**config.mk**
```make
export PLATFORM = sky130hd
export DESIGN_NAME = load_extract
export DESIGN_NICKNAME = d
export VERILOG_FILES = /design/src/mem_pkg.sv /design/src/load_extract.sv
export SDC_FILE = /design/constraint.sdc
export NUM_CORES = 1
export LEC_CHECK = 0
export BUFFER_PORTS_ARGS = -buffer_cell sky130_fd_sc_hd__buf_2
export CAP_MARGIN = 20
export CORE_ASPECT_RATIO = 1.75
export CORE_UTILIZATION = 36
export DETAILED_ROUTE_END_ITERATION = 10
export PLACE_DENSITY = 0.85
export SLEW_MARGIN = 25
export SYNTH_ARGS = -nofsm -noshare
export SYNTH_HDL_FRONTEND = slang
export SYNTH_SLANG_ARGS = --single-unit
```
**constraint.sdc**
```tcl
create_clock -name vclk -period 1.7
set_input_delay 0.17 -clock vclk [all_inputs]
set_output_delay 0.17 -clock vclk [all_outputs]
set_load 0.01 [all_outputs]
```
**src/mem_pkg.sv**
```systemverilog
`default_nettype none

package mem_pkg;

  typedef logic [31:0] word_t;     // Data or byte address
  typedef logic [4:0]  reg_addr_t; // Destination register number
  typedef logic [3:0]  byte_en_t;  // One bit per byte lane

  // Access width from the decoder
  typedef enum logic [1:0] {
    MEM_BYTE = 2'b00,
    MEM_HALF = 2'b01,
    MEM_WORD = 2'b10
  } mem_width_t;

endpackage

`default_nettype wire
```
**src/load_extract.sv**
```systemverilog
`default_nettype none

module load_extract (
  input  wire mem_pkg::word_t       row_r_data,
  input  wire mem_pkg::word_t       hc_count,
  input  wire                       hc_sel,
  input  wire mem_pkg::mem_width_t  mem_width,
  input  wire                       is_load_unsigned,
  input  wire [1:0]                 offset,
  output mem_pkg::word_t            r_data
);
  import mem_pkg::*;

  logic [7:0]  lane_byte;
  logic [15:0] lane_half;
  logic        fill;

  assign lane_byte = row_r_data[offset*8 +: 8];
  assign lane_half = row_r_data[offset[1]*16 +: 16]; // Aligned halves only

  always_comb begin
    fill = 1'b0;
    if (hc_sel) begin
      r_data = hc_count;
    end else begin
      case (mem_width)
        MEM_BYTE: begin
          fill   = !is_load_unsigned && lane_byte[7];
          r_data = {{24{fill}}, lane_byte};
        end
        MEM_HALF: begin
          fill   = !is_load_unsigned && lane_half[15];
          r_data = {{16{fill}}, lane_half};
        end
        default: r_data = row_r_data;
      endcase
    end
  end

endmodule

`default_nettype wire

```
**After elaboration in Yosys (flattened, before gate mapping)**

Cells that the tools add are included.
Widths: inputs -> output; s select.

- Register bits: 0
- Bits of input ports: 70
- Output and inout port bits: 32
- Logic and storage cells: 9

- Equal/unequal tests: 1
- Shifts and indexed selects: 2
- Multiplexer cells: 2
- Reduce and logical (&&, ||, !) cells: 4

Operators by type and width:

| operator | count |
|---|---|
| $pmux 32 s2 | 1 |
| $mux 32 | 1 |
| $shiftx 32x6->16 | 1 |
| $shiftx 32x6->8 | 1 |
| $eq 2x1->1 const B | 1 |
| $logic_and 1x1->1 | 2 |
| $logic_not 2->1 | 1 |
| $logic_not 1->1 | 1 |

**Longest topological paths before layout**

- Depth after elaboration: 4
- Mapped depth: 5
- Gate-level depth less buffers: 4

**Least setup slack after synthesis**

Ideal clock, no wire load.

- Path type: input port to output port
- From: input mem_width[1]
- To: output r_data[15]
- Arrival time: 1255 ps
- Data required time: 1530 ps
- Setup slack: 275 ps
- Stages on the path: 5
- Path buffers: 1
- Cell sequence: clkbuf_1 > or3b_1 > o22ai_2 > a21oi_2 > a21oi_1

- Word-level cells in the longest chain between the ends: 3

Ends and longest elaborated chain:

| what | line | source |
|---|---|---|
| start, declared | load_extract.sv:7 | `input wire mem_pkg::mem_width_t mem_width,` |
| $eq 2x1->1 / $logic_not 2->1 (equally long branches) | - |  |
| $pmux 32 s2 * | load_extract.sv:26 | `case (mem_width)` |
| $mux 32 * | load_extract.sv:23 | `if (hc_sel) begin` |
| end, declared | load_extract.sv:10 | `output mem_pkg::word_t r_data` |

Mark *: on every way between the ends. The rest lies on a longest branch, timed or not.

**Worst setup path after layout**

- From: input offset[1]
- To: output r_data[29]

- Word-level cells in the longest chain between the ends: 4

Ends and longest elaborated chain:

| what | line | source |
|---|---|---|
| start, declared | load_extract.sv:9 | `input wire [1:0] offset,` |
| $shiftx 32x6->16 / $shiftx 32x6->8 (equally long branches) | load_extract.sv:19, load_extract.sv:18 |  |
| $logic_and 1x1->1 (on tied branches) | load_extract.sv:32, load_extract.sv:28 |  |
| $pmux 32 s2 * | load_extract.sv:26 |  |
| $mux 32 * | load_extract.sv:23 |  |

Marks and branches as above.

==> qor.csv <==
metric,value,unit
Syn Inst Count,122,
Yosys top cell by area,a221o_2,
fin crit share,95.5,%
CP Launch Type,input pin,
share of layout cells above drive strength 1,60.8,%
Post-Route Setup TNS,0,ns
DRC viols,0,
critical-path cell list,buf_2 -> mux2_4 -> nor2_4 -> a2111oi_4 -> buf_4 -> a221o_2 -> buf_2,
initial antenna violation count,0,
"Arr. time, crit path",1.45,ns
Most Frequent Cell on Critical Path,buf_2,
Ant. Diodes,0,
pwr/cell area,297,nW/µm²
RSZ-0062 raised after global routing,false,
worst vdd ir,0.145,mV
Fin. Hold Viols,0,
via count,1423,
Seq. cell area,0,µm²
clock buffer count,0,
Synth top area share,8.77,%
run status,"complete, no violations",
IO Port Bufs,102,
largest family of logic cells by synthesized area,compound AO/OA/AOI/OAI gates,
Netlist Area Pre-Place,898,µm²
"Slew Viols, Final",0,
final design utilization,63.4,%
DPL Wire Length,2.94,mm
post-synthesis sequential area ratio,0,%
Seq cells,0,
synthesized-area fraction occupied by adder cells,0,%
1st-iter DRT viols,27,
first-pass GRT wire length,5.22,mm
CP required,1.53,ns
Max Clk Rate,616,MHz
Post-Synth XOR/XNOR Area,0,%
Layout area overhead,64.6,%
Worst path max stage delay,0.33,ns
number of global-route vias before repair,1213,
GR Overflow Total,0,
DIE AREA,2710,µm²
Rows,23,
global placement routability congestion,0.877,
Slew headroom,63.7,%
Avg Inst Size Synth,7.36,µm²
count of cell types in the netlist,33,
chip width,39.8,µm
crit end category,primary output,
max-cap violations,0,
largest net degree at the start of global routing,19,
initial core utilization,38.5,%
routed vias/inst,5.76,
Synth Warn #,0,
crit path max fanout,7,
"top cells by area, synth","a221o_2 (8.8%), mux2_2 (8.8%), a2bb2oi_1 (7.8%), a221oi_1 (6.8%), a221o_1 (6.7%)",
min cycle time layout,1.62,ns
Crit Path Class,in2out,
routed length per instance,14.3,µm
total wire length,3.54,mm
"delay-heaviest family, CP",buffers and inverters,
# fillers,231,
multi-input gate area in the final layout,842,µm²
Synth Area in Compound Gates,55.2,%
Total Routing Usage GR,26.1,%
Worst Max-Slew Pin Slew,0.542,ns
core area,2330,µm²
Post-Synth Simple-Gate Area,24.8,%
layout net count,294,
"Slowest-stage cell, CP",mux2_4,
Die Y,68.1,µm
post-route ant nets,0,
Buf/Inv on CP,3,
final setup violation count,0,
post-synth net total,192,
Hold Crit Class,in2out,
CTS Hold Buffers Added,0,
First-pass DRT Iterations,4,
IO Pins,102,
Leak,0.770,nW
post-synthesis mux area share,12.7,%
-- cells by family after synthesis --
logic type             Yosys count
AOI/OAI and AO/OA               61
and+or+nand+nor                 37
muxes                           10
buffers and inverters           14
-- path summary, 6_finish.rpt --
path / from / end / slack [ns] / cells past startpoint
setup / recovery: offset[1] / r_data[29] / 0.08 / 7
hold / removal: hc_count[23] / r_data[23] / 0.63 / 3
-- placed cells by master (no fill, tap or decap), types with 8 or more instances in the layout --
master and n:
a21oi_1 11, nor2b_1 8, buf_2 102, a2bb2oi_1 8, nand2_1 9
-- Yosys cell counts, drive strengths merged --
cell,number
a2111oi,1
a211o,3
a211oi,1
a21oi,13
a221o,13
a221oi,7
a2bb2oi,8
and2,7
and2b,1
and3,3
and4b,1
buf,4
clkbuf,7
clkinv,1
inv,2
mux2,8
mux2i,2
nand2,9
nand2b,1
nor2,2
nor2b,9
nor3b,1
o21ai,7
o22ai,8
or2,1
or3,1
or3b,1
-- stage by stage --
stage / worst slack [ns] / hold slack [ns] / std cells / cell area [µm²] / power [W]
2_1_floorplan: 0.275 / 0.478 / 122 / 898 / 0.000237
3_3_place_gp: 0.0732 / 0.633 / 247 / 1470 / 0.000426
3_5_place_dp: 0.0523 / 0.639 / 247 / 1470 / 0.000432
4_1_cts: 0.0409 / 0.639 / 247 / 1470 / 0.000434
5_1_grt: 0.0129 / 0.655 / 247 / 1480 / 0.000479
6_report: 0.0761 / 0.634 / 247 / 1480 / 0.000439
-- area by class of cell --
cell class                 instances  area share [%]
inverter                           3           0.761
multi-input combinational        108            56.9
tap                               25            2.12
timing repair buffer             111            40.2
-- repair_timing --
action                                  in CTS  in global routing
buffers inserted                             0                  0
gates resized for setup                      0                  4
endpoints found under the setup margin       0                 21
-- power breakdown --
part / internal, W / leakage (nW) / switching (W)
clock network: 0 / 0 / 0
logic: 0.000226 / 0.770 / 0.000213
registers: 0 / 0 / 0
-- routing by layer --
layer  track usage (%)  share of wire, %
met5                 0                 0
met4              3.45               2.3
met3                 0               5.3
met2              50.8                54
met1              30.5                38
(Power assumes the default switching activity.)
