$ cat src/mem_pkg.sv
`default_nettype none

package mem_pkg;

  typedef logic [31:0] word_t;     // Data or byte address
  typedef logic [4:0]  reg_addr_t; // Destination register number
  typedef logic [3:0]  byte_en_t;  // One bit per byte lane

  // Access width from the decoder
  typedef enum logic [1:0] {
    MEM_BYTE = 2'b00,
    MEM_HALF = 2'b01,
    MEM_WORD = 2'b10
  } mem_width_t;

endpackage

`default_nettype wire
$ cat src/mmio_regs.sv
`default_nettype none

module mmio_regs (
  input  wire             clk,
  input  wire             rst,
  input  wire             uart_sel,
  input  wire [7:0]       uart_byte,
  output mem_pkg::word_t  hc_count,
  output logic [7:0]      uart,
  output logic            uart_we
);

  // Free-running cycle counter
  always_ff @(posedge clk) begin
    if (rst) begin
      hc_count <= '0;
    end else begin
      hc_count <= hc_count + 32'd1;
    end
  end

  always_ff @(posedge clk) begin
    if (rst) begin
      uart_we <= 1'b0;
    end else begin
      uart_we <= uart_sel; // One-cycle strobe per UART store
    end
  end

  // Byte holds until the next UART store
  always_ff @(posedge clk) begin
    if (uart_sel) begin
      uart <= uart_byte;
    end
  end

  // UART data must be known when it is written
  a_uart_byte_known: assert property (@(posedge clk) disable iff (rst)
    uart_sel |-> !$isunknown(uart_byte))
    else $error("UART store with unknown data");

endmodule

`default_nettype wire

$ cat config.mk
export PLATFORM = sky130hd
export DESIGN_NAME = mmio_regs
export DESIGN_NICKNAME = d
export VERILOG_FILES = /design/src/mem_pkg.sv /design/src/mmio_regs.sv
export SDC_FILE = /design/constraint.sdc
export NUM_CORES = 1
export LEC_CHECK = 0
export CAP_MARGIN = 30
export CELL_PAD_IN_SITES_DETAIL_PLACEMENT = 0
export CELL_PAD_IN_SITES_GLOBAL_PLACEMENT = 1
export CORE_MARGIN = 2
export CORE_UTILIZATION = 39
export DETAILED_ROUTE_END_ITERATION = 10
export DONT_BUFFER_PORTS = 1
export HOLD_SLACK_MARGIN = 0.02
export PLACE_DENSITY = 0.71
export SLEW_MARGIN = 20
export SYNTH_ARGS = -nofsm -noshare
export SYNTH_HDL_FRONTEND = slang
export SYNTH_SLANG_ARGS = --single-unit
$ cat constraint.sdc
create_clock -name clk -period 1.8 [get_ports clk]
set_input_delay 0.09 -clock clk [delete_from_list [all_inputs] [get_ports clk]]
set_output_delay 0.09 -clock clk [all_outputs]
set_load 0.02 [all_outputs]
Word-level counts from Yosys, hierarchy flattened
Cells that the tools add are included.

Logic and storage cells: 4. Bits in registers: 41. Input bits: 11.

Add/subtract/negate cells: 1.

Operator list (number): adder 32 x 1 -> 32 bit (second input constant) (1).

Depth between registers and ports, before layout
Word-level depth: 1. Mapped depth: 6. Mapped depth without buffers: 5.

Worst setup path before layout
No wires, ideal clock.

Path type: flip-flop to flip-flop. From: reg hc_count[0]. To: reg hc_count[22]. Required time: 1.730 ns. Path slack: -0.338 ns. Library setup time: 0.070 ns. Cell stages (with the launch flop): 7. Arrival time: 2.067 ns. Cell sequence: dfxtp_1 -> ha_1 -> and4_4 -> or4b_1 -> buf_2 -> or4_1 -> a21oi_1.

Longest elaborated chain between the ends: 1.

Ends and longest elaborated chain: start, declared (RTL line mmio_regs.sv:8) `output mem_pkg::word_t hc_count,`; start signal, assigned (RTL line mmio_regs.sv:18) `hc_count <= hc_count + 32'd1;`; adder 32 x 1 -> 32 bit (RTL line mmio_regs.sv:18).

No other way between the ends. A chain may end at the register's enable or synchronous reset.

Worst setup path after layout
From: reg hc_count[4]. To: reg hc_count[29].

Same word-level chain as after synthesis.

==> impl_metrics.json <==
{
  "hold_path_depth": 1,
  "routedWlPerCell_um": 16.2,
  "rr_worst_depth": 5,
  "synth.distinct_cells": 31,
  "initial_utilization_pct": 40.3,
  "cap_violations": 0,
  "p_per_area_nw_per_um2": 607,
  "maxSlewViolCount": 0,
  "worst_slew_pin_slew_ps": 381,
  "yosys-top-cells-count": "33 x dfxtp_1, 17 x a21oi_1, 14 x nor2_1, 12 x or4_1",
  "drt_first_pass_iters": 4,
  "final.fill_count": 351,
  "path_class": "flop to flop",
  "design_area_um2": 2710,
  "die_w_um": 70.8,
  "clkTransAtPathRegs_ps": 80,
  "n_antenna_cell": 0,
  "vias": 1681,
  "routed_wl_mm": 4.90,
  "hold_ws_ps": -153,
  "cts-root-buf": "clkbuf_8",
  "area_growth_pct": 55.7,
  "violations": "negative hold slack, negative setup slack",
  "portBuffers": 0,
  "cp.arrival_ps": 2130,
  "hold_viol": 20,
  "setup-tns-final_ps": -639,
  "place_congestion": 0.786,
  "grt_usage_pct": 19.5,
  "pre_cts_slack_ps": -120,
  "grt_pass1_wl_mm": 7.79,
  "synth_warnings": 0,
  "power_leakage_nw": 1.03,
  "chipHeight_um": 70.8,
  "hp-class": "input pin to flop",
  "grt_max_degree": 38,
  "post-route-period-util_pct": 105,
  "status": "complete, but fails checks",
  "start_kind": "flop",
  "swShare_pct": 23.2,
  "rows": 24,
  "antenna_found_initial": 0,
  "die_area_um2": 5020,
  "synthTopCellsByArea": "dfxtp_1 38%, edfxtp_1 14%, or4_1 5.2%",
  "seqPwrFrac_pct": 59.7,
  "setup_ws_ps": -96.1,
  "totalPowerFinal_mw": 1.65,
  "syn-cell-area_um2": 1740,
  "coreArea_um2": 4320,
  "path_max_fanout": 4,
  "numCtsBuffers": 5,
  "first_global_vias": 1628,
  "min_period_ps": 1900,
  "fin_cells": 302,
  "ant_nets": 0,
  "max_clock_freq_mhz": 527,
  "dp_hpwl_mm": 3.10,
  "cts_buffer_depth": 2,
  "synth_flop_cell": "dfxtp_1",
  "synth_top_cell_area_share_pct": 37.9,
  "fin_worst_skew_ps": 7.62,
  "rsz0062_at_grt": "true",
  "synth_most_common_cell": "dfxtp_1",
  "cts.sinks": 41,
  "clkLatencyLatePin_ps": 290,
  "placed_cells": 265,
  "synth-edff-count": 8,
  "utilization_pct": 62.7,
  "seq_area_frac_synth_pct": 51.7,
  "grt_overflow_total": 0,
  "regToRegSetupSlack_ps": -100,
  "final_layout_size_suffix_gt1_share_pct": 49.6,
  "placed_area_um2": 2170,
  "num_io_pins": 52,
  "synth_cells": 178,
  "ys_seq_elements": 41,
  "drc": 0,
  "intPower_mw": 1.26,
  "drt_iter0_markers": 143,
  "cts_tree": "built",
  "ir_worst_vdd_uv": 499,
  "required_ps": 2030,
  "multiInputGateArea_um2": 977,
  "p_sw_mw": 0.382,
  "p_comb_share_pct": 4.6,
  "ctsHtreeMaxLevel": 2,
  "slew_headroom_pct": 74.5,
  "postCtsHoldBufs": 20,
  "fin_nets": 261,
  "setup_viol": 11,
  "yosysTopAreaCell": "dfxtp_1",
  "endpoint_kind": "flop",
  "syn_avg_cell_area_um2": 9.78,
  "vias_per_cell": 5.57,
  "p_clk_share_pct": 35.7,
  "regArea_um2": 948,
  "synth_nets": 190,
  "async_flop_share_pct": 0
}
[registers in the layout (all words and copies together) (netlist names)]
name,cells
hc_count,32
uart,8
uart_we,1
[path summary, 6_finish.rpt]
path / startpoint / end
min reg2reg: hc_count[11]$_SDFF_PP0_ / hc_count[11]$_SDFF_PP0_
min: rst / hc_count[19]$_SDFF_PP0_
max reg2reg: hc_count[4]$_SDFF_PP0_ / hc_count[29]$_SDFF_PP0_
max: hc_count[4]$_SDFF_PP0_ / hc_count[29]$_SDFF_PP0_
[per-layer routing]
layer	vias to the layer above	part of all wire [%]	track usage, %
met5	-	0	0
li1	799	-	-
met4	0	0.47	5.24
met2	59	50	32.9
met1	821	43	23.8
met3	2	6.6	6.70
[what timing repair did]
action | CTS | global route
setup buffers | 3 | 4
cloned | 2 | 1
pin swaps | 8 | 16
setup endpoints to repair | 15 | 21
endpoints found under the hold margin | 46 | 20
resized for setup | 14 | 30
[worst max-delay path, cell delays in order (launching register included)]
cell       delay [ps]
dfxtp_2           360
nand3_2            90
or4_4             570
clkbuf_16         190
or4_4             480
a21oi_2           150
[area by class of cell]
type                            instances  share of cell area (%)
Inverter                                5                   0.692
Clock buffer                            5                    2.54
Sequential cell                        41                    35.0
Multi-Input combinational cell        124                    36.0
Tap cell                               52                    2.40
Timing Repair Buffer                   72                    22.7
Clock inverter                          3                   0.646
[cell families (layout without fill, tap and decap cells)]
logic type      Yosys count  count (layout)  share of synthesized area [%]
compound gates           34              34                           11.4
xor+xnor                  9               9                           4.53
fa+ha+maj                 1               1                          0.718
buf+inv                  14              85                           4.09
flops                    41              41                           51.7
mux                       4               4                           2.59
simple gates             75              76                           25.0
[placed cells by master (no fill, tap or decap), types with 3 or more instances in the layout]
cell           instances
buf_4                 50
dlygate4sd3_1         19
nor2_1                14
dfxtp_2               14
nand2_1               11
or4_4                 11
dfxtp_1               11
a21oi_2               10
o31ai_1                8
dfxtp_4                8
edfxtp_1               8
a21oi_1                7
nor2b_1                6
nand3_1                6
inv_1                  5
nand4_1                5
o21ai_0                5
or3_1                  5
xnor2_1                5
clkbuf_8               5
mux2_4                 4
xor2_1                 4
nand3_2                3
nor4_4                 3
o31ai_2                3
or4_1                  3
[power groups by stage]
stage | sequential [mW] | clock (mW) | combinational, mW
5_1_grt | 0.985 | 0.655 | 0.0819
2_1_floorplan | 1.01 | 0 | 0.0230
3_3_place_gp | 1.01 | 0 | 0.0394
3_5_place_dp | 1.01 | 0 | 0.0424
4_1_cts | 0.986 | 0.604 | 0.0729
6_report | 0.983 | 0.587 | 0.0762
No activity file was read; power rests on OpenSTA's default activity.
