===== src/mem_pkg.sv =====
`default_nettype none

package mem_pkg;

  typedef logic [31:0] word_t;     // Data or byte address
  typedef logic [4:0]  reg_addr_t; // Destination register number
  typedef logic [3:0]  byte_en_t;  // One bit per byte lane

  // Access width from the decoder
  typedef enum logic [1:0] {
    MEM_BYTE = 2'b00,
    MEM_HALF = 2'b01,
    MEM_WORD = 2'b10
  } mem_width_t;

endpackage

`default_nettype wire

===== src/store_align.sv =====
`default_nettype none

module store_align #(
  parameter int             RAM_WORDS = 256,
  parameter mem_pkg::word_t HC_ADDR   = 32'hFFFF_FF00,
  parameter mem_pkg::word_t UART_ADDR = 32'hFFFF_FF04
) (
  input  wire                             in_valid,
  input  wire                             is_store,
  input  wire                             is_load,
  input  wire mem_pkg::word_t             addr,
  input  wire mem_pkg::mem_width_t        mem_width,
  input  wire mem_pkg::word_t             w_data,
  output logic [$clog2(RAM_WORDS)-1:0]    line,
  output logic [1:0]                      offset,
  output mem_pkg::byte_en_t               byte_en,
  output mem_pkg::word_t                  shifted_w_data,
  output logic                            uart_sel,
  output logic [7:0]                      uart_byte,
  output logic                            hc_sel
);
  import mem_pkg::*;

  localparam int LINE_W = $clog2(RAM_WORDS);

  byte_en_t lane_mask;
  logic     mmio_hit;

  assign offset = addr[1:0];
  assign line   = addr[LINE_W+1:2]; // Word index, upper bits wrap

  assign mmio_hit  = (addr == HC_ADDR) || (addr == UART_ADDR);
  assign hc_sel    = in_valid && is_load && (addr == HC_ADDR);
  assign uart_sel  = in_valid && is_store && (mem_width == MEM_BYTE) && (addr == UART_ADDR);
  assign uart_byte = w_data[7:0];

  // Move store data up to its lane
  assign shifted_w_data = w_data << {offset, 3'b000};

  always_comb begin
    case (mem_width)
      MEM_BYTE: lane_mask = 4'b0001 << offset;
      MEM_HALF: lane_mask = 4'b0011 << offset;
      default:  lane_mask = 4'b1111;
    endcase
    // MMIO addresses never reach the RAM
    byte_en = (in_valid && is_store && !mmio_hit) ? lane_mask : '0;
  end

  // Execute stage must never issue a misaligned access
  always_comb begin
    if (in_valid && (is_load || is_store)) begin
      assert final ((mem_width != MEM_HALF || !addr[0]) &&
                    (mem_width != MEM_WORD || addr[1:0] == 2'b00))
        else $error("misaligned access at %h", addr);
    end
  end

endmodule

`default_nettype wire


===== config.mk =====
export PLATFORM = sky130hd
export DESIGN_NAME = store_align
export DESIGN_NICKNAME = d
export VERILOG_FILES = /design/src/mem_pkg.sv /design/src/store_align.sv
export SDC_FILE = /design/constraint.sdc
export NUM_CORES = 1
export LEC_CHECK = 0
export BUFFER_PORTS_ARGS = -buffer_cell sky130_fd_sc_hd__buf_2
export CAP_MARGIN = 20
export CORE_AREA = 8 8 67 75
export DETAILED_ROUTE_END_ITERATION = 6
export DIE_AREA = 0 0 75 83
export PLACE_DENSITY_LB_ADDON = 0.05
export SYNTH_ARGS = -nofsm -noshare
export SYNTH_HDL_FRONTEND = slang
export SYNTH_SLANG_ARGS = --single-unit
export TNS_END_PERCENT = 100

===== constraint.sdc =====
create_clock -name vclk -period 1.63
set_input_delay 0.4075 -clock vclk [all_inputs]
set_output_delay 0.4075 -clock vclk [all_outputs]
set_load 0.05 [all_outputs]

# After elaboration in Yosys (flattened, before gate mapping)
# Index checks and enable logic that the tools add are counted.
# W data, S select, Z words.
# totals
latch_bits,0
output_inout_bits,56
ram_bits,0
input_bits,69
romBits,0
mem_count,0
elab_cells,17
register_bits,0
# op_classes
n_addsub,0
n_div,0
n_shift,3
multipliers,0
order_cmp,0
n_mux,2
eq_ne,3
n_reduce_logical,9
n_bitwise,0
# op_table
cell,count
$eq A32 B32 Y1 const B,2
$shl A32 B5 Y32,1
$pmux W4 S2,1
$logic_and A1 B1 Y1,6
$mux W4,1
$shl A1 B2 Y4 const A,1
$shl A2 B2 Y4 const A,1
$eq A2 B1 Y1 const B,1
$logic_not A2 Y1,1
$logic_not A1 Y1,1
$logic_or A1 B1 Y1,1

# Depth between registers and ports, before layout
# Gate-level depths: netlist (run 1).
# depth
ltp_word,5
mapped_depth,5
mapped_depth_nobuf,3

# Least setup slack after synthesis (run 1)
# No wires, ideal clock.
# synth_timing
path_kind,in2out
start,input addr[3]
end,output uart_sel
n_path_buf,0
path_stages,3
arrival_ns,2.218
required_ns,1.222
path_slack_ns,-0.996
path_cell_list,nand4b_4 > or4_4 > nor3_1
# synth_via
elab_chain_len,2
# synth_rtl
item,line,source
start: declaration,store_align.sv:11,"input wire mem_pkg::word_t addr,"
$eq A32 B32 Y1,store_align.sv:34,assign uart_sel = in_valid && is_store && (mem_width == MEM_BYTE) && (addr == UART_ADDR);
$logic_and A1 B1 Y1,store_align.sv:34,
end: declaration,store_align.sv:18,"output logic uart_sel,"
# No other way between the ends.

# Final worst setup path (run 1)
# Same ends and word-level chain as after synthesis.

==> results of run 1 <==
[final timing paths]
kind / startpoint / end / slack, ps / cells after the start
setup / recovery: addr[3] / uart_sel / -380 / 5
hold / removal: addr[3] / line[1] / 1100 / 2
[per-stage QoR]
stage | hold WS [ps] | power (mW)
after global routing | 1110 | 1.259
after global placement | 1115 | 0.8141
final | 1104 | 1.217
after CTS | 1105 | 1.167
after floorplan | 884.8 | 0.5959
after detailed placement | 1116 | 0.8275
[where the power goes]
group	total (mW)	switching, mW	internal, mW
sequential	0	0	0
combinational	1.22	0.675	0.541
clock	0	0	0
total	1.22	0.675	0.541
[logic make-up after synthesis]
family	after synthesis	share of synthesized area (%)
multiplexers	16	17.75
AND/OR/NAND/NOR	54	39.67
buffers and inverters	27	20.11
AO/OA/AOI/OAI	34	22.47
[layout make-up]
cell class | count | area (um2)
timing repair buffer | 172 | 1637
fill | 231 | 680.7
tap | 52 | 65.06
multi-input combinational | 104 | 1431
[cell usage after synthesis (all sizes together)]
| cell | count |
|---|---|
| a211oi | 10 |
| mux2i | 16 |
| o21ba | 1 |
| nand2 | 10 |
| and4 | 2 |
| nor4bb | 1 |
| or4 | 1 |
| and2 | 9 |
| o21a | 1 |
| nor2b | 10 |
| clkbuf | 3 |
| buf | 24 |
| o21ai | 11 |
| nor4b | 1 |
| nand4 | 3 |
| nand3 | 2 |
| nor3 | 1 |
| nor4 | 2 |
| and4b | 1 |
| nor2 | 10 |
| nand4b | 1 |
| a21oi | 11 |
[routing by layer]
layer	wire (um)	track usage (%)	vias to the layer above
met3	456	3.365	14
met5	0	0	-
met2	3592	37.56	99
met4	161	5.357	0
met1	2394	19.75	746
li1	-	-	746
[what timing repair did]
item | 4_1_cts | 5_1_grt
resized for setup | 182 | 27
cloned | 6 | 0
pin swaps | 32 | 15
endpoints found under the setup margin | 38 | 38
setup buffers | 19 | 3
==> results.txt, run 1 <==
- The run finished, with violations left.
* Violated checks: negative setup slack
- Worst hold-check path type: input pin to output pin
- Detailed placement ended at an HPWL of 3968 um.
- Total die area: 6225 um2
- Dividing the detail-routed via count by the number of cells gives 4.893.
- During synthesis, Yosys emitted a total of 0 warnings.
* Register area share after synthesis: 0%
- Overall overflow remaining after global route: 0
* Post-CTS Hold Buffers: 0
* DR WL/cell: 20.13 um
- DR vias: ~1600
* Total I/O pin count: 125
* Fmax: around 500 MHz
- FF+latch count: 0
- Count of mapped cells out of synthesis: 131
* Number of search-and-repair iterations in the first detailed-routing pass: 4
- Nets in the synthesized netlist: 200
- Setup repair after global routing could not meet its margin everywhere.
* Largest area contributor in the synthesized netlist: sky130_fd_sc_hd__mux2i_1
- For this block, the initial DRC count from the detailed router was 36.
- Arrival time of the worst setup path: 1600 ps
* Endpoint type of the worst setup path: output pin
- Count of standard-cell rows: 24
- Placed cell count: 307
- Measured against its own limit, the worst slew margin works out to between 70% and 80%.
- Post-layout instance count excluding filler cells: 328
- DRC violations left: 0
- Synth-to-layout area growth: 247.3%
- On the worst path, the slowest cell contributes a delay of 560 ps.
- 0 antenna diodes ended up in the layout.
- Across the whole layout, storage elements account for 0 um2.
- In this run the mean area of a mapped cell was just under 7 um2.
- Once layout is complete, the utilization of the core stands at between 80 and 90%.
- The first global-routing pass estimated 9673 um of wire.
- The library cell used most frequently in the layout, excluding fill and tap cells, is sky130_fd_sc_hd__buf_2.
* Number of endpoints with negative hold slack in the final report: 0
- Antenna violations before repair: 0
- Maximum fanout along the worst path: 2
* Number of global-route vias before repair: 1912
- Horizontal die dimension: 75 um
* Initial Utilization: 23.65%
- The critical path is of the input pin to output pin type.
- Setup slack of the critical path after layout: -376.5 ps
* Total negative slack for setup checks: -5499 ps
- Among all stages on the critical path, the largest delay is contributed by sky130_fd_sc_hd__or4_4.
- Counting stages on the worst path, the most repeated cell is sky130_fd_sc_hd__buf_6.
* Largest cells by area after synthesis: sky130_fd_sc_hd__mux2i_1, sky130_fd_sc_hd__buf_4, sky130_fd_sc_hd__a211oi_1, sky130_fd_sc_hd__nor2b_1, sky130_fd_sc_hd__and2_1
- Slew of the pin with the lowest slew margin: between 300 and 400 ps
- After the last flow step, the layout net total stands at approximately 350.
- STA puts the critical path data required time at between 1000 and 1500 ps.
* Ratio of cells with drive above 1 in the final layout: 93.48%
- The signal on the critical path passes through buf_6, nand4b_4, or4_4, nor3_4, buf_6.
* Layout clock buffers: 0
- The worst path uses 123.1% of the clock period.
- Entering global routing, the biggest net connects 9 pins.
- Counting distinct cell types in the post-synthesis netlist gives 26.
- Family with the most delay on the worst path: simple AND/OR/NAND/NOR gates
- In this run the biggest area consumer among cell types represents 17.75% of the synthesized area.
- Across the run, the number of max-cap violations was 0.
- Antenna violation net count after detailed routing: 0
* Post-synth design cell area: approximately 900 um2
- Final standard cell area without fillers: 3133 um2
* Worst path bufs/invs: 2
- STA classifies the critical path startpoint as an input pin.
* Top library cells by usage in the layout, fill and taps aside: sky130_fd_sc_hd__buf_2, sky130_fd_sc_hd__buf_6, sky130_fd_sc_hd__buf_8, sky130_fd_sc_hd__buf_4, sky130_fd_sc_hd__mux2i_4
* Overall fraction of global-route tracks in use: 19.46%
- Final setup vio count: 38
* Static leakage: 1.365 nW
- In this run the power density over the cells is 388.3 nW/um2.
* Placed cell area: about 2000 um2
- For this block, the routed nets add up to 6604 um of wire.
- Floorplan die height: 83 um
- During placement, the flow inserted port buffers numbering about 130.
- Routability-driven placement finished with a final weighted congestion of 0.7872.
- The total count of max-transition violations in the final report came to 0.
- The worst-case IR drop observed on VDD is 0.2458 mV.
- Setup slack after placement: -533.6 ps
* Core area: 3814 um2
- Final period demand of the worst path: ~2000 ps
Note: power is estimated with default switching activity, not from simulation.
==> run 2: changes to the inputs <==
- CORE_AREA: 8 8 67 75 -> 4 4 59 66
- DIE_AREA: 0 0 75 83 -> 0 0 63 70
==> results.txt, run 2 <==
- Yosys warning total: 0 (unchanged)
* Largest area contributor in the synthesized netlist: sky130_fd_sc_hd__mux2i_1
- Sorting the synthesized cells by how often they occur yields sky130_fd_sc_hd__buf_4, sky130_fd_sc_hd__mux2i_1, sky130_fd_sc_hd__a21oi_1.
- The number of antenna violations at the first check in global routing came to 0.
- Post-CTS Hold Buffers: 0 (unchanged)
* Total I/O pin count: 125 (unchanged)
- Horizontal die dimension: 63 um (-16%)
* Outcome: stopped before the end
* Count of input and output buffers: 125 (unchanged)
* GPL Wtd Cong: 0.7270 (-7.6%)
- Placed cell count: 287 (-6.5%)
* Detailed-placement wirelength estimate: 3212 um (-19%)
- Entering global routing, the biggest net connects 11 pins.
- The tool reported: "[ERROR DPL-0033] detailed placement checks failed during check placement".
- The minimum setup slack after placement is -524.5 ps (+9.114 ps).
- Post-synth design cell area: 902.1 um2 (unchanged)
- The unique cell type count in the Yosys netlist came to 26 (unchanged).
* Cell with the most instances after synthesis: sky130_fd_sc_hd__buf_4
* Worst-path endpoint after global-route repair_timing: hc_sel
- After the last repair the worst path ends at a primary output.
- Nets in the synthesized netlist: 200 (unchanged)
- The mean instance size in the synthesized netlist came to 6.886 um2 (unchanged).
- The synthesized instance count is 131 (unchanged).
- The starting density of the core came to 27.54% (+3.9 points).
- Register area share after synthesis: 0% (unchanged)
- Count of standard-cell rows: 22 (-8.3%)
* Area share of the largest cell type after synthesis: 17.75% (unchanged)
- Largest cells by area after synthesis: sky130_fd_sc_hd__mux2i_1, sky130_fd_sc_hd__buf_4, sky130_fd_sc_hd__a211oi_1, sky130_fd_sc_hd__nor2b_1, sky130_fd_sc_hd__and2_1
- Last stage reached: 5_1_grt
- The floorplan die height is 70 um (-16%).
## run 2: cell counts after synthesis
Identical to the previous run, type by type.
## run 2: cells by family after synthesis
family	Yosys count	synth area share, %
buf+inv	27	20.11
compound gates	34	22.47
simple gates	54	39.67
mux	16	17.75
## run 2: metrics by stage
| stage | cell area, um2 | TNS (ps) |
|---|---|---|
| after CTS | 2887 | -3043 |
| after global placement | 1934 | -11330 |
| after floorplan | 1281 | -2818 |
| after detailed placement | 1934 | -12190 |
## run 2: repair_timing
item / CTS
setup endpoints to repair: 39
cloned: 4
endpoints found under the hold margin: 0
buffers inserted: 18
pin swaps: 15
resized for setup: 168
==> run 3: changes to the inputs <==
- CORE_AREA: 4 4 59 66 -> 4 4 65 67
- DIE_AREA: 0 0 63 70 -> 0 0 69 71
- PLACE_DENSITY_LB_ADDON: 0.05 -> 0.15
- clock period: 1.63 -> 2.1 ns (I/O delays scaled with it)
==> results.txt, run 3 (same netlist as run 1, synthesis figures left out) <==
- Post-layout instance count excluding filler cells: 297
- Worst hold margin: 1338 ps
- Total inserted antenna cells: 0
- The number of buffers inserted by port buffering is 125 (unchanged).
- Placed cell count: 292 (+1.7%)
- Reg area: 0 um2
- Based on the critical path, the design can be clocked at up to 449.6 MHz.
- The die width was 69 um (+9.5%).
- Internal Power: 250.5 uW
- The checks that failed: negative setup slack.
- At the worst endpoint, the required time is around 1600 ps.
* Overall overflow remaining after global route: 0
* Critical path startpoint category: input pin
* Endpoint type of the worst setup path: output pin
- The placer congestion estimate was 0.7536 (+3.7%).
* DR vias: 1409
- For the pin with the worst max-slew slack, the measured transition is around 340 ps.
* Worst Setup Path Type: input pin to output pin
* DRC violations left: 0
- Dividing the detail-routed wire length by the instance count gives roughly 14 um.
* Clk pwr share: 0%
- Setup repair after global routing could not meet its margin everywhere.
- The floorplan step defined a die boundary enclosing just under 5000 um2.
* Max Cap Viol: 0
- Fin crit share: 105.9%
- Post-CTS Hold Buffers: 0 (unchanged)
- Number of vias per cell: 4.744
- After layout, the clock buffer instance count stands at 0.
- The total number of placement rows came to 22 (unchanged).
- Number of endpoints with negative hold slack in the final report: 0
- The share of total power dissipated in combinational logic is 100.0%.
* Largest net degree at the start of global routing: 33
* Worst VDD drop: 0.1324 mV
- Floorplan die height: 71 um (+1.4%)
* Post-detailed-routing wire length: around 4100 um
- The post-route netlist has approximately 82% of its cells at a drive strength greater than 1.
- At the worst endpoint, the arrival time is 1700 ps.
* Number of global-route vias before repair: 1380
- Summed over all nets, the switching power comes to between 400 and 500 uW.
- The design draws roughly 670 uW.
- The first global-routing pass estimated 6147 um of wire.
- The routed design could run at a clock period as short as 2224 ps.
- Outcome: finished, violations left
- Along the worst path, the maximum fanout reaches 2.
* Initial Utilization: 24.83% (-2.7 points)
- Setup violations remaining at the end of the flow were counted as 3.
- The layout has around 340 filler cells.
- The floorplan step defined a core boundary enclosing about 3600 um2.
- CP max stage delay: 580 ps
* Final standard cell area without fillers: 2161 um2
* Power per standard cell area: 308.0 nW/um2
- Detailed-placement wirelength estimate: 2960 um (-7.8%)
- Switching Share: 62.37%
- Setup slack of the critical path after layout: -124.1 ps
- Registers are responsible for 0% of the overall power.
- Area of the multi-input gates: 1066 um2
- FF+latch count: 0
- The path class of the tightest hold or removal check is input pin to output pin.
- Total number of nets in the final design: 320
- The count of pins on the block boundary was 125 (unchanged).
* Placed cell area: 1682 um2 (-13%)
* Setup slack after placement: -290.2 ps (+234.3 ps)
- Global routing consumed, over all layers together, roughly 14% of the routing resources.
- The analysis attributes to cell leakage a power of 1.041 nW.
- Commonest non-fill, non-tap cell in the layout: sky130_fd_sc_hd__buf_2
- Once detail routing completed, the nets flagged for antenna violations numbered 0.
- Antenna violations before repair: 0
- Pins Over Slew Limit: 0
* Number of search-and-repair iterations in the first detailed-routing pass: 4
- The largest individual stage delay along the critical path comes from the cell sky130_fd_sc_hd__or4_4.
- Slew margin rel.: roughly 77%
- Compared with the post-synthesis result, the final layout area differs by 139.5%.
- Top library cells by usage in the layout, fill and taps aside: sky130_fd_sc_hd__buf_2, sky130_fd_sc_hd__buf_6, sky130_fd_sc_hd__buf_4, sky130_fd_sc_hd__clkbuf_4, sky130_fd_sc_hd__nand2_1
* Ordered cell list for the critical path: buf_2, nand3_2, or4_4, nor4_4, buf_6
- The first routing iteration left 30 violations.
run 3: path summary, 6_finish.rpt:
| kind | from | end | slack, ps | depth (start not counted) |
|---|---|---|---|---|
| worst min-delay path | addr[3] | line[1] | 1340 | 2 |
| worst max-delay path | addr[31] | hc_sel | -120 | 5 |
run 3: layout make-up:
class / instances / area share, %
multi-input combinational: 104 / 49.33
tap: 48 / 2.779
timing repair buffer: 145 / 47.89
run 3: metrics by stage:
step	setup TNS, ps	util [%]
global placement	-1989	46.28
floorplan	-812.0	-
finish	-200.8	59.47
global route	-498.7	59.47
detailed placement	-2206	46.28
CTS	-203.9	55.48
run 3: routing by layer:
| metal | global-route usage, % | share of wire [%] | vias to the layer above |
|---|---|---|---|
| met2 | 28.28 | 54 | 71 |
| met3 | 1.989 | 7.6 | 6 |
| met1 | 17.00 | 37 | 632 |
| met4 | 0.6508 | 1.5 | 0 |
| li1 | - | - | 700 |
| met5 | 0 | 0 | - |
run 3: critical path: cells and delay by family:
kind | cells | cell delay, ps
and+or+nand+nor | 3 | 900
buffers and inverters | 2 | 280
run 3: timing repair:
item                       in CTS  in global routing
pin swaps                       4                 14
setup endpoints to repair      30                 29
setup buffers                   1                  1
gates resized for setup        57                 34
gates cloned                    2                  1
run 3: power groups by stage:
stage / sequential, mW / clock [mW] / combinational [mW]
after floorplan: 0 / 0 / 0.402
after global placement: 0 / 0 / 0.545
after detailed placement: 0 / 0 / 0.547
after CTS: 0 / 0 / 0.633
after global routing: 0 / 0 / 0.700
final: 0 / 0 / 0.666
